[src/include/smAlu_macros.svh]
`ifndef SM_ALU_MACROS_SVH
`define SM_ALU_MACROS_SVH

// magnitude bits of a number, the sign bit sits above them.
`define SM_MAG_WIDTH 15

// tags count modulo 2**width.
`define SM_TAG_WIDTH 4

// command queue entries, a power of two.
`define SM_FIFO_DEPTH 4

`endif

[src/verilog/smNumberPkg.sv]
`default_nettype none

`include "smAlu_macros.svh"

package smNumberPkg;

	// sign set means negative.
	typedef struct packed {
		logic sign;
		logic [`SM_MAG_WIDTH-1:0] mag;
	} smNumber_t;

	// overflow marks a same-sign carry out of the magnitude.
	typedef struct packed {
		smNumber_t value;
		logic [`SM_TAG_WIDTH-1:0] tag;
		logic overflow;
	} smResult_t;

endpackage

`default_nettype wire

[src/verilog/smInstrPkg.sv]
`default_nettype none

`include "smAlu_macros.svh"

package smInstrPkg;

	import smNumberPkg::*;

	typedef enum logic {
		KIND_PAIR = 1'b0,
		KIND_IMM  = 1'b1
	} smKind_e;

	typedef struct packed {
		smNumber_t a;
		smNumber_t b;
	} smPairView_t;

	// operand b is immSign with immMag shifted left by shift.
	typedef struct packed {
		smNumber_t a;
		logic [4:0] pad;
		logic [2:0] shift;
		logic immSign;
		logic [6:0] immMag;
	} smImmView_t;

	typedef union packed {
		smPairView_t pair;
		smImmView_t imm;
	} smPayload_u;

	typedef struct packed {
		smKind_e kind;
		logic sub;
		smPayload_u payload;
	} smInstr_t;

	typedef struct packed {
		smNumber_t a;
		smNumber_t b;
		logic sub;
		logic [`SM_TAG_WIDTH-1:0] tag;
	} smCmd_t;

endpackage

`default_nettype wire

[src/verilog/smInstrDecode.sv]
`default_nettype none

`include "smAlu_macros.svh"

module smInstrDecode (
	input logic clk,
	input logic nRST,
	input logic instrValid,
	input smInstrPkg::smInstr_t instr,
	input logic full,
	output logic push,
	output smInstrPkg::smCmd_t cmd
);

	import smInstrPkg::*;

	logic [`SM_TAG_WIDTH-1:0] tagCount;
	logic [`SM_MAG_WIDTH-1:0] immExt;

	// a strobe while the queue is full is simply lost.
	assign push = instrValid & ~full;

	assign immExt = {{(`SM_MAG_WIDTH - 7){1'b0}}, instr.payload.imm.immMag};

	always_comb begin
		// operand a sits in the same bits in both views.
		cmd.a = instr.payload.pair.a;
		cmd.sub = instr.sub;
		cmd.tag = tagCount;
		if (instr.kind == KIND_IMM) begin
			cmd.b.sign = instr.payload.imm.immSign;
			// 127 << 7 still fits in the magnitude.
			cmd.b.mag = immExt << instr.payload.imm.shift;
		end else begin
			cmd.b = instr.payload.pair.b;
		end
	end

	// tag advances on accepted instructions only.
	always_ff @(posedge clk, negedge nRST) begin
		if (!nRST) begin
			tagCount <= '0;
		end else if (push) begin
			tagCount <= tagCount + 1'b1;
		end
	end

endmodule

`default_nettype wire

[src/verilog/smCmdFifo.sv]
`default_nettype none

`include "smAlu_macros.svh"

module smCmdFifo (
	input logic clk,
	input logic nRST,
	input logic push,
	input smInstrPkg::smCmd_t cmdIn,
	input logic pop,
	output smInstrPkg::smCmd_t head,
	output logic notEmpty,
	output logic full
);

	import smInstrPkg::*;

	localparam int PTR_W = $clog2(`SM_FIFO_DEPTH);

	smCmd_t mem [`SM_FIFO_DEPTH];

	// one extra bit tells a full queue from an empty one.
	logic [PTR_W:0] wrPtr;
	logic [PTR_W:0] rdPtr;
	logic [PTR_W:0] wrNext;
	logic [PTR_W:0] rdNext;
	logic pushOk;
	logic popOk;

	assign pushOk = push & ~full;
	assign popOk = pop & notEmpty;

	assign wrNext = pushOk ? wrPtr + 1'b1 : wrPtr;
	assign rdNext = popOk ? rdPtr + 1'b1 : rdPtr;

	assign notEmpty = (wrPtr != rdPtr);
	assign head = mem[rdPtr[PTR_W-1:0]];

	always_ff @(posedge clk, negedge nRST) begin
		if (!nRST) begin
			wrPtr <= '0;
			rdPtr <= '0;
			full <= 1'b0;
		end else begin
			wrPtr <= wrNext;
			rdPtr <= rdNext;
			// full when the pointers differ only in the wrap bit.
			full <= (wrNext[PTR_W] != rdNext[PTR_W]) &&
				(wrNext[PTR_W-1:0] == rdNext[PTR_W-1:0]);
		end
	end

	always_ff @(posedge clk) begin
		if (pushOk) begin
			mem[wrPtr[PTR_W-1:0]] <= cmdIn;
		end
	end

endmodule

`default_nettype wire

[src/verilog/smRippleAdder15.sv]
`default_nettype none

`include "smAlu_macros.svh"

module smRippleAdder15 (
	input logic [`SM_MAG_WIDTH-1:0] in1,
	input logic [`SM_MAG_WIDTH-1:0] in2,
	input logic sub,
	output logic [`SM_MAG_WIDTH-1:0] sum,
	output logic cOut
);

	// subtract is in1 plus the inverted in2 plus one.
	for (genvar i = 0; i < `SM_MAG_WIDTH; i++) begin : bitCell
		logic cIn;
		logic bIn;
		logic cO;

		if (i == 0) begin : firstCarry
			assign cIn = sub;
		end else begin : chainCarry
			assign cIn = bitCell[i-1].cO;
		end

		assign bIn = in2[i] ^ sub;
		assign sum[i] = in1[i] ^ bIn ^ cIn;
		assign cO = (in1[i] & bIn) | (bIn & cIn) | (cIn & in1[i]);
	end

	assign cOut = bitCell[`SM_MAG_WIDTH-1].cO;

endmodule

`default_nettype wire

[src/verilog/smAddEngine.sv]
`default_nettype none

`include "smAlu_macros.svh"

module smAddEngine (
	input logic clk,
	input logic nRST,
	input logic notEmpty,
	input smInstrPkg::smCmd_t head,
	output logic pop,
	output logic resValid,
	output smNumberPkg::smResult_t result
);

	import smInstrPkg::*;

	typedef enum logic [1:0] {
		IDLE,
		SET,
		ADD,
		FIN
	} state_t;

	state_t state;
	state_t next;

	smCmd_t cmdQ;

	logic [`SM_MAG_WIDTH-1:0] n1;
	logic [`SM_MAG_WIDTH-1:0] n2;
	logic diffSign;
	logic sameSignVal;

	logic effSignB;
	logic signsDiffer;

	logic [`SM_MAG_WIDTH-1:0] adderOut;
	logic adderCOut;
	logic [`SM_MAG_WIDTH-1:0] comp;

	assign pop = (state == IDLE) & notEmpty;
	assign resValid = (state == FIN);

	// subtraction flips the sign of b.
	assign effSignB = cmdQ.b.sign ^ cmdQ.sub;
	assign signsDiffer = cmdQ.a.sign ^ effSignB;

	always_comb begin
		next = state;
		case (state)
			IDLE: if (notEmpty) next = SET;
			SET: next = ADD;
			ADD: next = FIN;
			FIN: next = IDLE;
			default: next = IDLE;
		endcase
	end

	always_ff @(posedge clk, negedge nRST) begin
		if (!nRST) begin
			state <= IDLE;
		end else begin
			state <= next;
		end
	end

	smRippleAdder15 mainAdder (
		.in1(n1),
		.in2(n2),
		.sub(diffSign),
		.sum(adderOut),
		.cOut(adderCOut)
	);

	// zero minus the difference, used when the difference went negative.
	smRippleAdder15 compAdder (
		.in1('0),
		.in2(adderOut),
		.sub(1'b1),
		.sum(comp),
		.cOut()
	);

	always_ff @(posedge clk) begin
		case (state)
			IDLE: begin
				if (notEmpty) cmdQ <= head;
			end
			SET: begin
				diffSign <= signsDiffer;
				sameSignVal <= cmdQ.a.sign;
				// positive magnitude is the minuend.
				if (signsDiffer && cmdQ.a.sign) begin
					n1 <= cmdQ.b.mag;
					n2 <= cmdQ.a.mag;
				end else begin
					n1 <= cmdQ.a.mag;
					n2 <= cmdQ.b.mag;
				end
			end
			ADD: begin
				result.tag <= cmdQ.tag;
				if (!diffSign) begin
					result.value.sign <= sameSignVal;
					result.value.mag <= adderOut;
					result.overflow <= adderCOut;
				end else if (adderCOut) begin
					// equal magnitudes land here as positive zero.
					result.value.sign <= 1'b0;
					result.value.mag <= adderOut;
					result.overflow <= 1'b0;
				end else begin
					result.value.sign <= 1'b1;
					result.value.mag <= comp;
					result.overflow <= 1'b0;
				end
			end
			default: begin
			end
		endcase
	end

endmodule

`default_nettype wire

[src/verilog/smAluTop.sv]
`default_nettype none

module smAluTop (
	input logic clk,
	input logic nRST,
	input logic instrValid,
	input smInstrPkg::smInstr_t instr,
	output logic full,
	output logic resValid,
	output smNumberPkg::smResult_t result
);

	import smInstrPkg::*;

	logic push;
	smCmd_t cmd;
	logic pop;
	smCmd_t head;
	logic notEmpty;

	smInstrDecode decodeInst (
		.clk(clk),
		.nRST(nRST),
		.instrValid(instrValid),
		.instr(instr),
		.full(full),
		.push(push),
		.cmd(cmd)
	);

	smCmdFifo fifoInst (
		.clk(clk),
		.nRST(nRST),
		.push(push),
		.cmdIn(cmd),
		.pop(pop),
		.head(head),
		.notEmpty(notEmpty),
		.full(full)
	);

	smAddEngine engineInst (
		.clk(clk),
		.nRST(nRST),
		.notEmpty(notEmpty),
		.head(head),
		.pop(pop),
		.resValid(resValid),
		.result(result)
	);

endmodule

`default_nettype wire

[config.mk]
export PLATFORM = sky130hd
export DESIGN_NAME = smAluTop
export DESIGN_NICKNAME = d
export VERILOG_FILES = /design/src/verilog/smNumberPkg.sv /design/src/verilog/smInstrPkg.sv /design/src/verilog/smInstrDecode.sv /design/src/verilog/smCmdFifo.sv /design/src/verilog/smRippleAdder15.sv /design/src/verilog/smAddEngine.sv /design/src/verilog/smAluTop.sv
export VERILOG_INCLUDE_DIRS = /design/src /design/src/include
export SDC_FILE = /design/constraint.sdc
export NUM_CORES = 1
export LEC_CHECK = 0
export BUFFER_PORTS_ARGS = -buffer_cell sky130_fd_sc_hd__buf_2
export CORE_UTILIZATION = 55
export DETAILED_ROUTE_END_ITERATION = 8
export PLACE_DENSITY = 0.73
export SYNTH_ARGS = -nofsm -noshare
export SYNTH_HDL_FRONTEND = slang
export SYNTH_HIERARCHICAL = 1
export SYNTH_SLANG_ARGS = --single-unit
[constraint.sdc]
create_clock -name clk -period 12.1 [get_ports clk]
set_input_delay 2.42 -clock clk [delete_from_list [all_inputs] [get_ports clk]]
set_output_delay 2.42 -clock clk [all_outputs]
set_load 0.05 [all_outputs]
## Word level (Yosys, flattened, before mapping)

Memories as Yosys holds them, arrays and structs flattened. A register that Yosys moved wholly into a read port is not among the register bits.
Cells that the tools add are included.

| storage, ports and cells | value |
|---|---|
| input port bits | 37 |
| bits in writable memories | 148 |
| flip-flop bits (word level) | 66 |
| memories kept | 1 |
| output and inout port bits | 23 |

| operators by class | value |
|---|---|
| equality and inequality tests | 7 |
| add/sub/neg operators | 3 |
| reduce and logical (&&, ||, !) cells | 4 |
| shift-type cells | 1 |
| mux-type cells | 11 |
| bitwise gates (word level) | 169 |

Memory list:

| memory | words | width | read ports | clocked after Yosys merged registers in | wr ports | RTL line | RTL |
|---|---|---|---|---|---|---|---|
| fifoInst.mem | 4 | 37 | 1 | 1 | 1 | smCmdFifo.sv:20 | `` smCmd_t mem [`SM_FIFO_DEPTH]; `` |

Operators with widths:

| operator | number |
|---|---|
| $and A1 B1 Y1 | 62 |
| $xor A1 B1 Y1 | 61 |
| $mux W16 | 3 |
| $mux W15 | 2 |
| $or A1 B1 Y1 | 30 |
| $not A1 Y1 | 16 |
| $shl A7 B3 Y15 | 1 |
| $pmux W2 S4 | 1 |
| $add A3 B1 Y3 const B | 2 |
| $mux W3 | 2 |
| $add A4 B1 Y4 const B | 1 |
| $eq A2 B2 Y1 const B | 2 |
| $ne A3 B3 Y1 | 1 |
| $eq A2 B1 Y1 const B | 1 |
| $eq A2 B2 Y1 | 1 |
| $logic_and A1 B1 Y1 | 2 |
| $logic_not A2 Y1 | 1 |
| $mux W1 | 2 |
| $mux W2 | 1 |
| $ne A2 B1 Y1 const B | 1 |
| $reduce_and A2 Y1 | 1 |
| $ne A1 B1 Y1 | 1 |

## Longest topological paths before layout

| logic depth | value |
|---|---|
| depth after elaboration | 48 |
| mapped depth | 22 |
| depth with buffers taken out | 21 |

## By module

The synthesis kept the hierarchy.

Modules (own cells, without submodules):

| module | cells each | area an instance (um2) | times used | seq. area each (um2) |
|---|---|---|---|---|
| smCmdFifo | 242 | 5799.3 | 1 | 4619.4 |
| smAddEngine | 163 | 3505.9 | 1 | 2752.6 |
| smRippleAdder15 | 58 | 551.8 | 2 | 0.0 |
| smInstrDecode | 103 | 809.5 | 1 | 100.1 |

## Worst setup path after synthesis

No wires, ideal clock.

| path | value |
|---|---|
| path type | flip-flop to flip-flop |
| start point | reg engineInst.diffSign |
| end point | reg, netlist name engineInst/result[19] |
| buffers on the path | 1 |
| required time | 11840 ps |
| period minus slack after synthesis | 7681 ps |
| data arrival time | 7420 ps |
| stages on the path, launching flop included | 22 |
| setup time | 260 ps |
| setup slack | 4419 ps |
| path through | edfxtp_1 -> buf_6 -> mux2_2 -> fa_1 -> xor2_1 -> fa_1 -> inv_1 -> fa_1 -> fa_1 -> fa_1 -> fa_1 -> fa_1 -> fa_1 -> fa_1 -> fa_1 -> fa_1 -> fa_1 -> fa_1 -> fa_1 -> inv_1 -> fa_1 -> mux2_4 |

| on the way | value |
|---|---|
| elaborated cells on any way between the ends | 151 |
| those cells by class | mux (2); bitwise (149) |

RTL lines:

| element | RTL line | RTL |
|---|---|---|
| from (decl) | smAddEngine.sv:31 | `logic diffSign;` |
| from (signal assigned) | smAddEngine.sv:90 | `diffSign <= signsDiffer;` |
| $xor A1 B1 Y1 | smRippleAdder15.sv:25 | `assign bIn = in2[i] ^ sub;` |
| $and A1 B1 Y1 | smRippleAdder15.sv:27 | `assign cO = (in1[i] & bIn) \| (bIn & cIn) \| (cIn & in1[i]);` |
| $or A1 B1 Y1 (2 in series) | smRippleAdder15.sv:27 |  |
| $xor A1 B1 Y1 (*) | smRippleAdder15.sv:26 | `assign sum[i] = in1[i] ^ bIn ^ cIn;` |
| via engineInst.adderOut[1] | smAddEngine.sv:37 | `` logic [`SM_MAG_WIDTH-1:0] adderOut; `` |
| $not A1 Y1 (no line) (*) | -- |  |
| $and A1 B1 Y1 (*) (13 in series) | smRippleAdder15.sv:27 |  |
| $xor A1 B1 Y1 (*) | smRippleAdder15.sv:26 |  |
| via engineInst.comp[14] | smAddEngine.sv:39 | `` logic [`SM_MAG_WIDTH-1:0] comp; `` |
| $mux W16 (*) | smAddEngine.sv:107 | `end else if (adderCOut) begin` |
| $mux W16 (*) | smAddEngine.sv:103 | `if (!diffSign) begin` |

The timed path passes the listed nets; every way through them passes the cells marked *.
A chain may end at the register's enable or synchronous reset.

## Final worst setup path

| path | value |
|---|---|
| start point | reg engineInst.diffSign |
| end point | reg, netlist name engineInst/result[19] |

| on the way | value |
|---|---|
| elaborated cells on any way between the ends | 151 |
| those cells by class | mux (2); bitwise (149) |

RTL lines:

| element | RTL line |
|---|---|
| $xor A1 B1 Y1 | smRippleAdder15.sv:25 |
| $and A1 B1 Y1 | smRippleAdder15.sv:27 |
| $or A1 B1 Y1 (2 in series) | smRippleAdder15.sv:27 |
| $and A1 B1 Y1 | smRippleAdder15.sv:27 |
| $or A1 B1 Y1 (2 in series) | smRippleAdder15.sv:27 |
| $xor A1 B1 Y1 (*) | smRippleAdder15.sv:26 |
| via engineInst.adderOut[2] | smAddEngine.sv:37 |
| $not A1 Y1 (no line) (*) | -- |
| $and A1 B1 Y1 (*) (12 in series) | smRippleAdder15.sv:27 |
| $xor A1 B1 Y1 (*) | smRippleAdder15.sv:26 |
| via engineInst.comp[14] | smAddEngine.sv:39 |
| $mux W16 (*) | smAddEngine.sv:107 |
| $mux W16 (*) | smAddEngine.sv:103 |

Marks and branches as above.

==> impl_metrics.ini <==
[critical_path]
arrival_ns = 8.49
critPathLaunchType = register
r2r_start = engineInst/diffSign
worstPathRequired_ns = 12.37
crit_type = register to register
cp_max_fo = 18
endpoint_kind = register
critPathLaunch = engineInst/diffSign

[sta]
finClkSkew_ns = 0.0221
fin_crit_sh = 0.679
finalHoldViolCount = 0
setup_viol = 0
tightest_slew_ns = 0.994
tns_ns = 0
fmax_mhz = 122
slew_viol_final = 0
maxSlewHeadroom = 0.336
rsz0062_at_grt = no
whs_ns = 0.422
finalCriticalPeriod_ns = 8.22

[finish]
layout.nets = 766
drive_above_1_share = 0.290
design_area_um2 = 12500
utilization = 0.632
multiInputGateArea_um2 = 3200
area_growth_syn_to_layout_pct = 11.1
fill_cells = 1354
regArea_um2 = 7470
antenna_cells = 0

[global_routing]
grt_pass1_wl_um = 28800
grt_start_max_net_pins = 43
grt_pass1_vias = 5498
grtUsageTotal = 0.185
antenna_found_initial = 0
grt_remaining_overflow = 0

[placed_design]
numPortBuffers = 59
place_hpwl_um = 11200
place_area_um2 = 11600
place.gp.congestion = 0.884

[synth]
syn_avg_cell_area_um2 = 18.0
async_flop_share = 0.0518
syn-cell-area_um2 = 11200
ys_seq_area_frac = 0.666
yosysWarnings = 6
synthTopCellsByArea = edfxtp_1 64%, mux4_2 7.8%, fa_1 5.0%
synth-edff-count = 238
synth_cells = 624
ys_ff_latch = 251
synth_top_area_cell = edfxtp_1
ys.flop_type = edfxtp_1
ys_types = 47
yosys.area.top_type_share = 0.637

[cts]
clk_pin_slew_ns = 0.06
cts_root_buffer = clkbuf_16
cts-buffers-inserted = 27
cts_resized = 0
clk_latency_ns = 0.53
clk_path_buf_depth = 3
cts_hold_buffers = 0
tritoncts = done
cts_sinks = 251
htree_levels = 1
cts_setup_buffers = 0

[floorplanning]
rows = 51
core_um2 = 19700
die_area_um2 = 21000
io_pins = 60
die_w_um = 145
die-height_um = 145
initial_core_util = 0.569

[drt]
wl_um = 17800
drt_iter0_drc = 271
num_vias = 5178
drc = 0
routedWlPerCell_um = 18.3
drt_pass1_iterations = 4
vias_per_cell = 5.31
ant_nets = 0

[status]
status = finished clean

[worst_hold_path]
worstHoldStart = engineInst/cmdQ[1]
hold_class = register to register

[flow_run]
maxCapViolCount = 0
[metrics by stage]
step,instances,setup slack [ns]
6_report,975,3.88
5_1_grt,975,3.50
4_1_cts,975,3.76
3_5_place_dp,925,3.80
3_3_place_gp,925,3.92
2_1_floorplan,639,4.42
[final cells by class]
cell class                 instances  share of cell area
multi-input combinational        277               0.257
clock inverter                    14              0.0110
timing repair buffer              66              0.0279
inverter                          66              0.0199
tap                              265              0.0266
sequential                       251               0.600
clock buffer                      36              0.0585
[worst max-delay path: stages, from the launching register on]
cell	delay (ns)
edfxtp_1	0.86
mux2_2	0.31
fa_1	0.17
inv_1	0.05
fa_1	0.50
inv_1	0.06
xnor2_1	0.13
fa_1	0.40
fa_1	0.43
fa_1	0.43
fa_1	0.43
fa_1	0.44
fa_1	0.43
fa_1	0.42
fa_1	0.43
fa_1	0.44
fa_1	0.43
fa_1	0.43
fa_1	0.39
inv_1	0.08
fa_1	0.41
mux2_4	0.27
[routing by layer]
metal	GRT usage	vias to the layer above	part of all wire
met5	0	-	0
met4	0.0637	0	0.016
met3	0.0276	22	0.044
met2	0.312	133	0.51
met1	0.246	2627	0.43
li1	-	2396	-
[cell families (layout without fill, tap and decap cells)]
kind of cell / count (synthesis) / count (layout) / share of synthesized area
mux: 96 / 96 / 0.139
compound gates: 33 / 33 / 0.0202
simple gates: 46 / 46 / 0.0214
xor+xnor: 45 / 45 / 0.0358
buf+inv: 111 / 182 / 0.0539
fa+ha+maj: 40 / 40 / 0.0634
flops: 251 / 251 / 0.666
other cells: 2 / 17 / 0.000669
[registers in the layout, summed over array words and instances (netlist names), 3 cells and up]
name	cells
decodeInst/tagCount	4
engineInst/cmdQ	37
engineInst/n1	15
engineInst/n2	15
engineInst/result	21
fifoInst/mem	148
fifoInst/rdPtr	3
fifoInst/wrPtr	3
[synth_stat cells (all sizes together) (6+ instances only)]
cell type  count
a21oi          6
and2           6
buf           41
dfrtp         13
edfxtp       238
fa            28
ha            12
inv           66
mux2          55
mux4          39
nand2         11
nor2           9
nor2b          6
o21ai          6
xnor2         36
xor2           9
[worst paths after layout]
check	endpoint	slack (ns)	depth (start not counted)
setup / recovery	engineInst/result[19]	3.88	21
hold / removal	engineInst/result[2]	0.42	0
setup reg to reg	engineInst/result[19]	3.88	21
hold reg to reg	engineInst/result[2]	0.42	0
max in group asynchronous	fifoInst/rdPtr[0]	10.06	1
min in group asynchronous	decodeInst/tagCount[1]	1.78	1
[placed cells by master (no fill, tap or decap), types with 10 or more instances in the layout]
cell,n
edfxtp_1,238
inv_1,65
buf_2,59
mux2_2,45
mux4_2,39
xnor2_1,35
fa_1,28
clkbuf_16,27
conb_1,17
ha_1,12
dfrtp_1,12
nand2_1,11
mux2_4,10
Power is left out: the tool's default activity adds up to more than one toggle a clock period on the data nets, which glitch-free logic cannot reach.
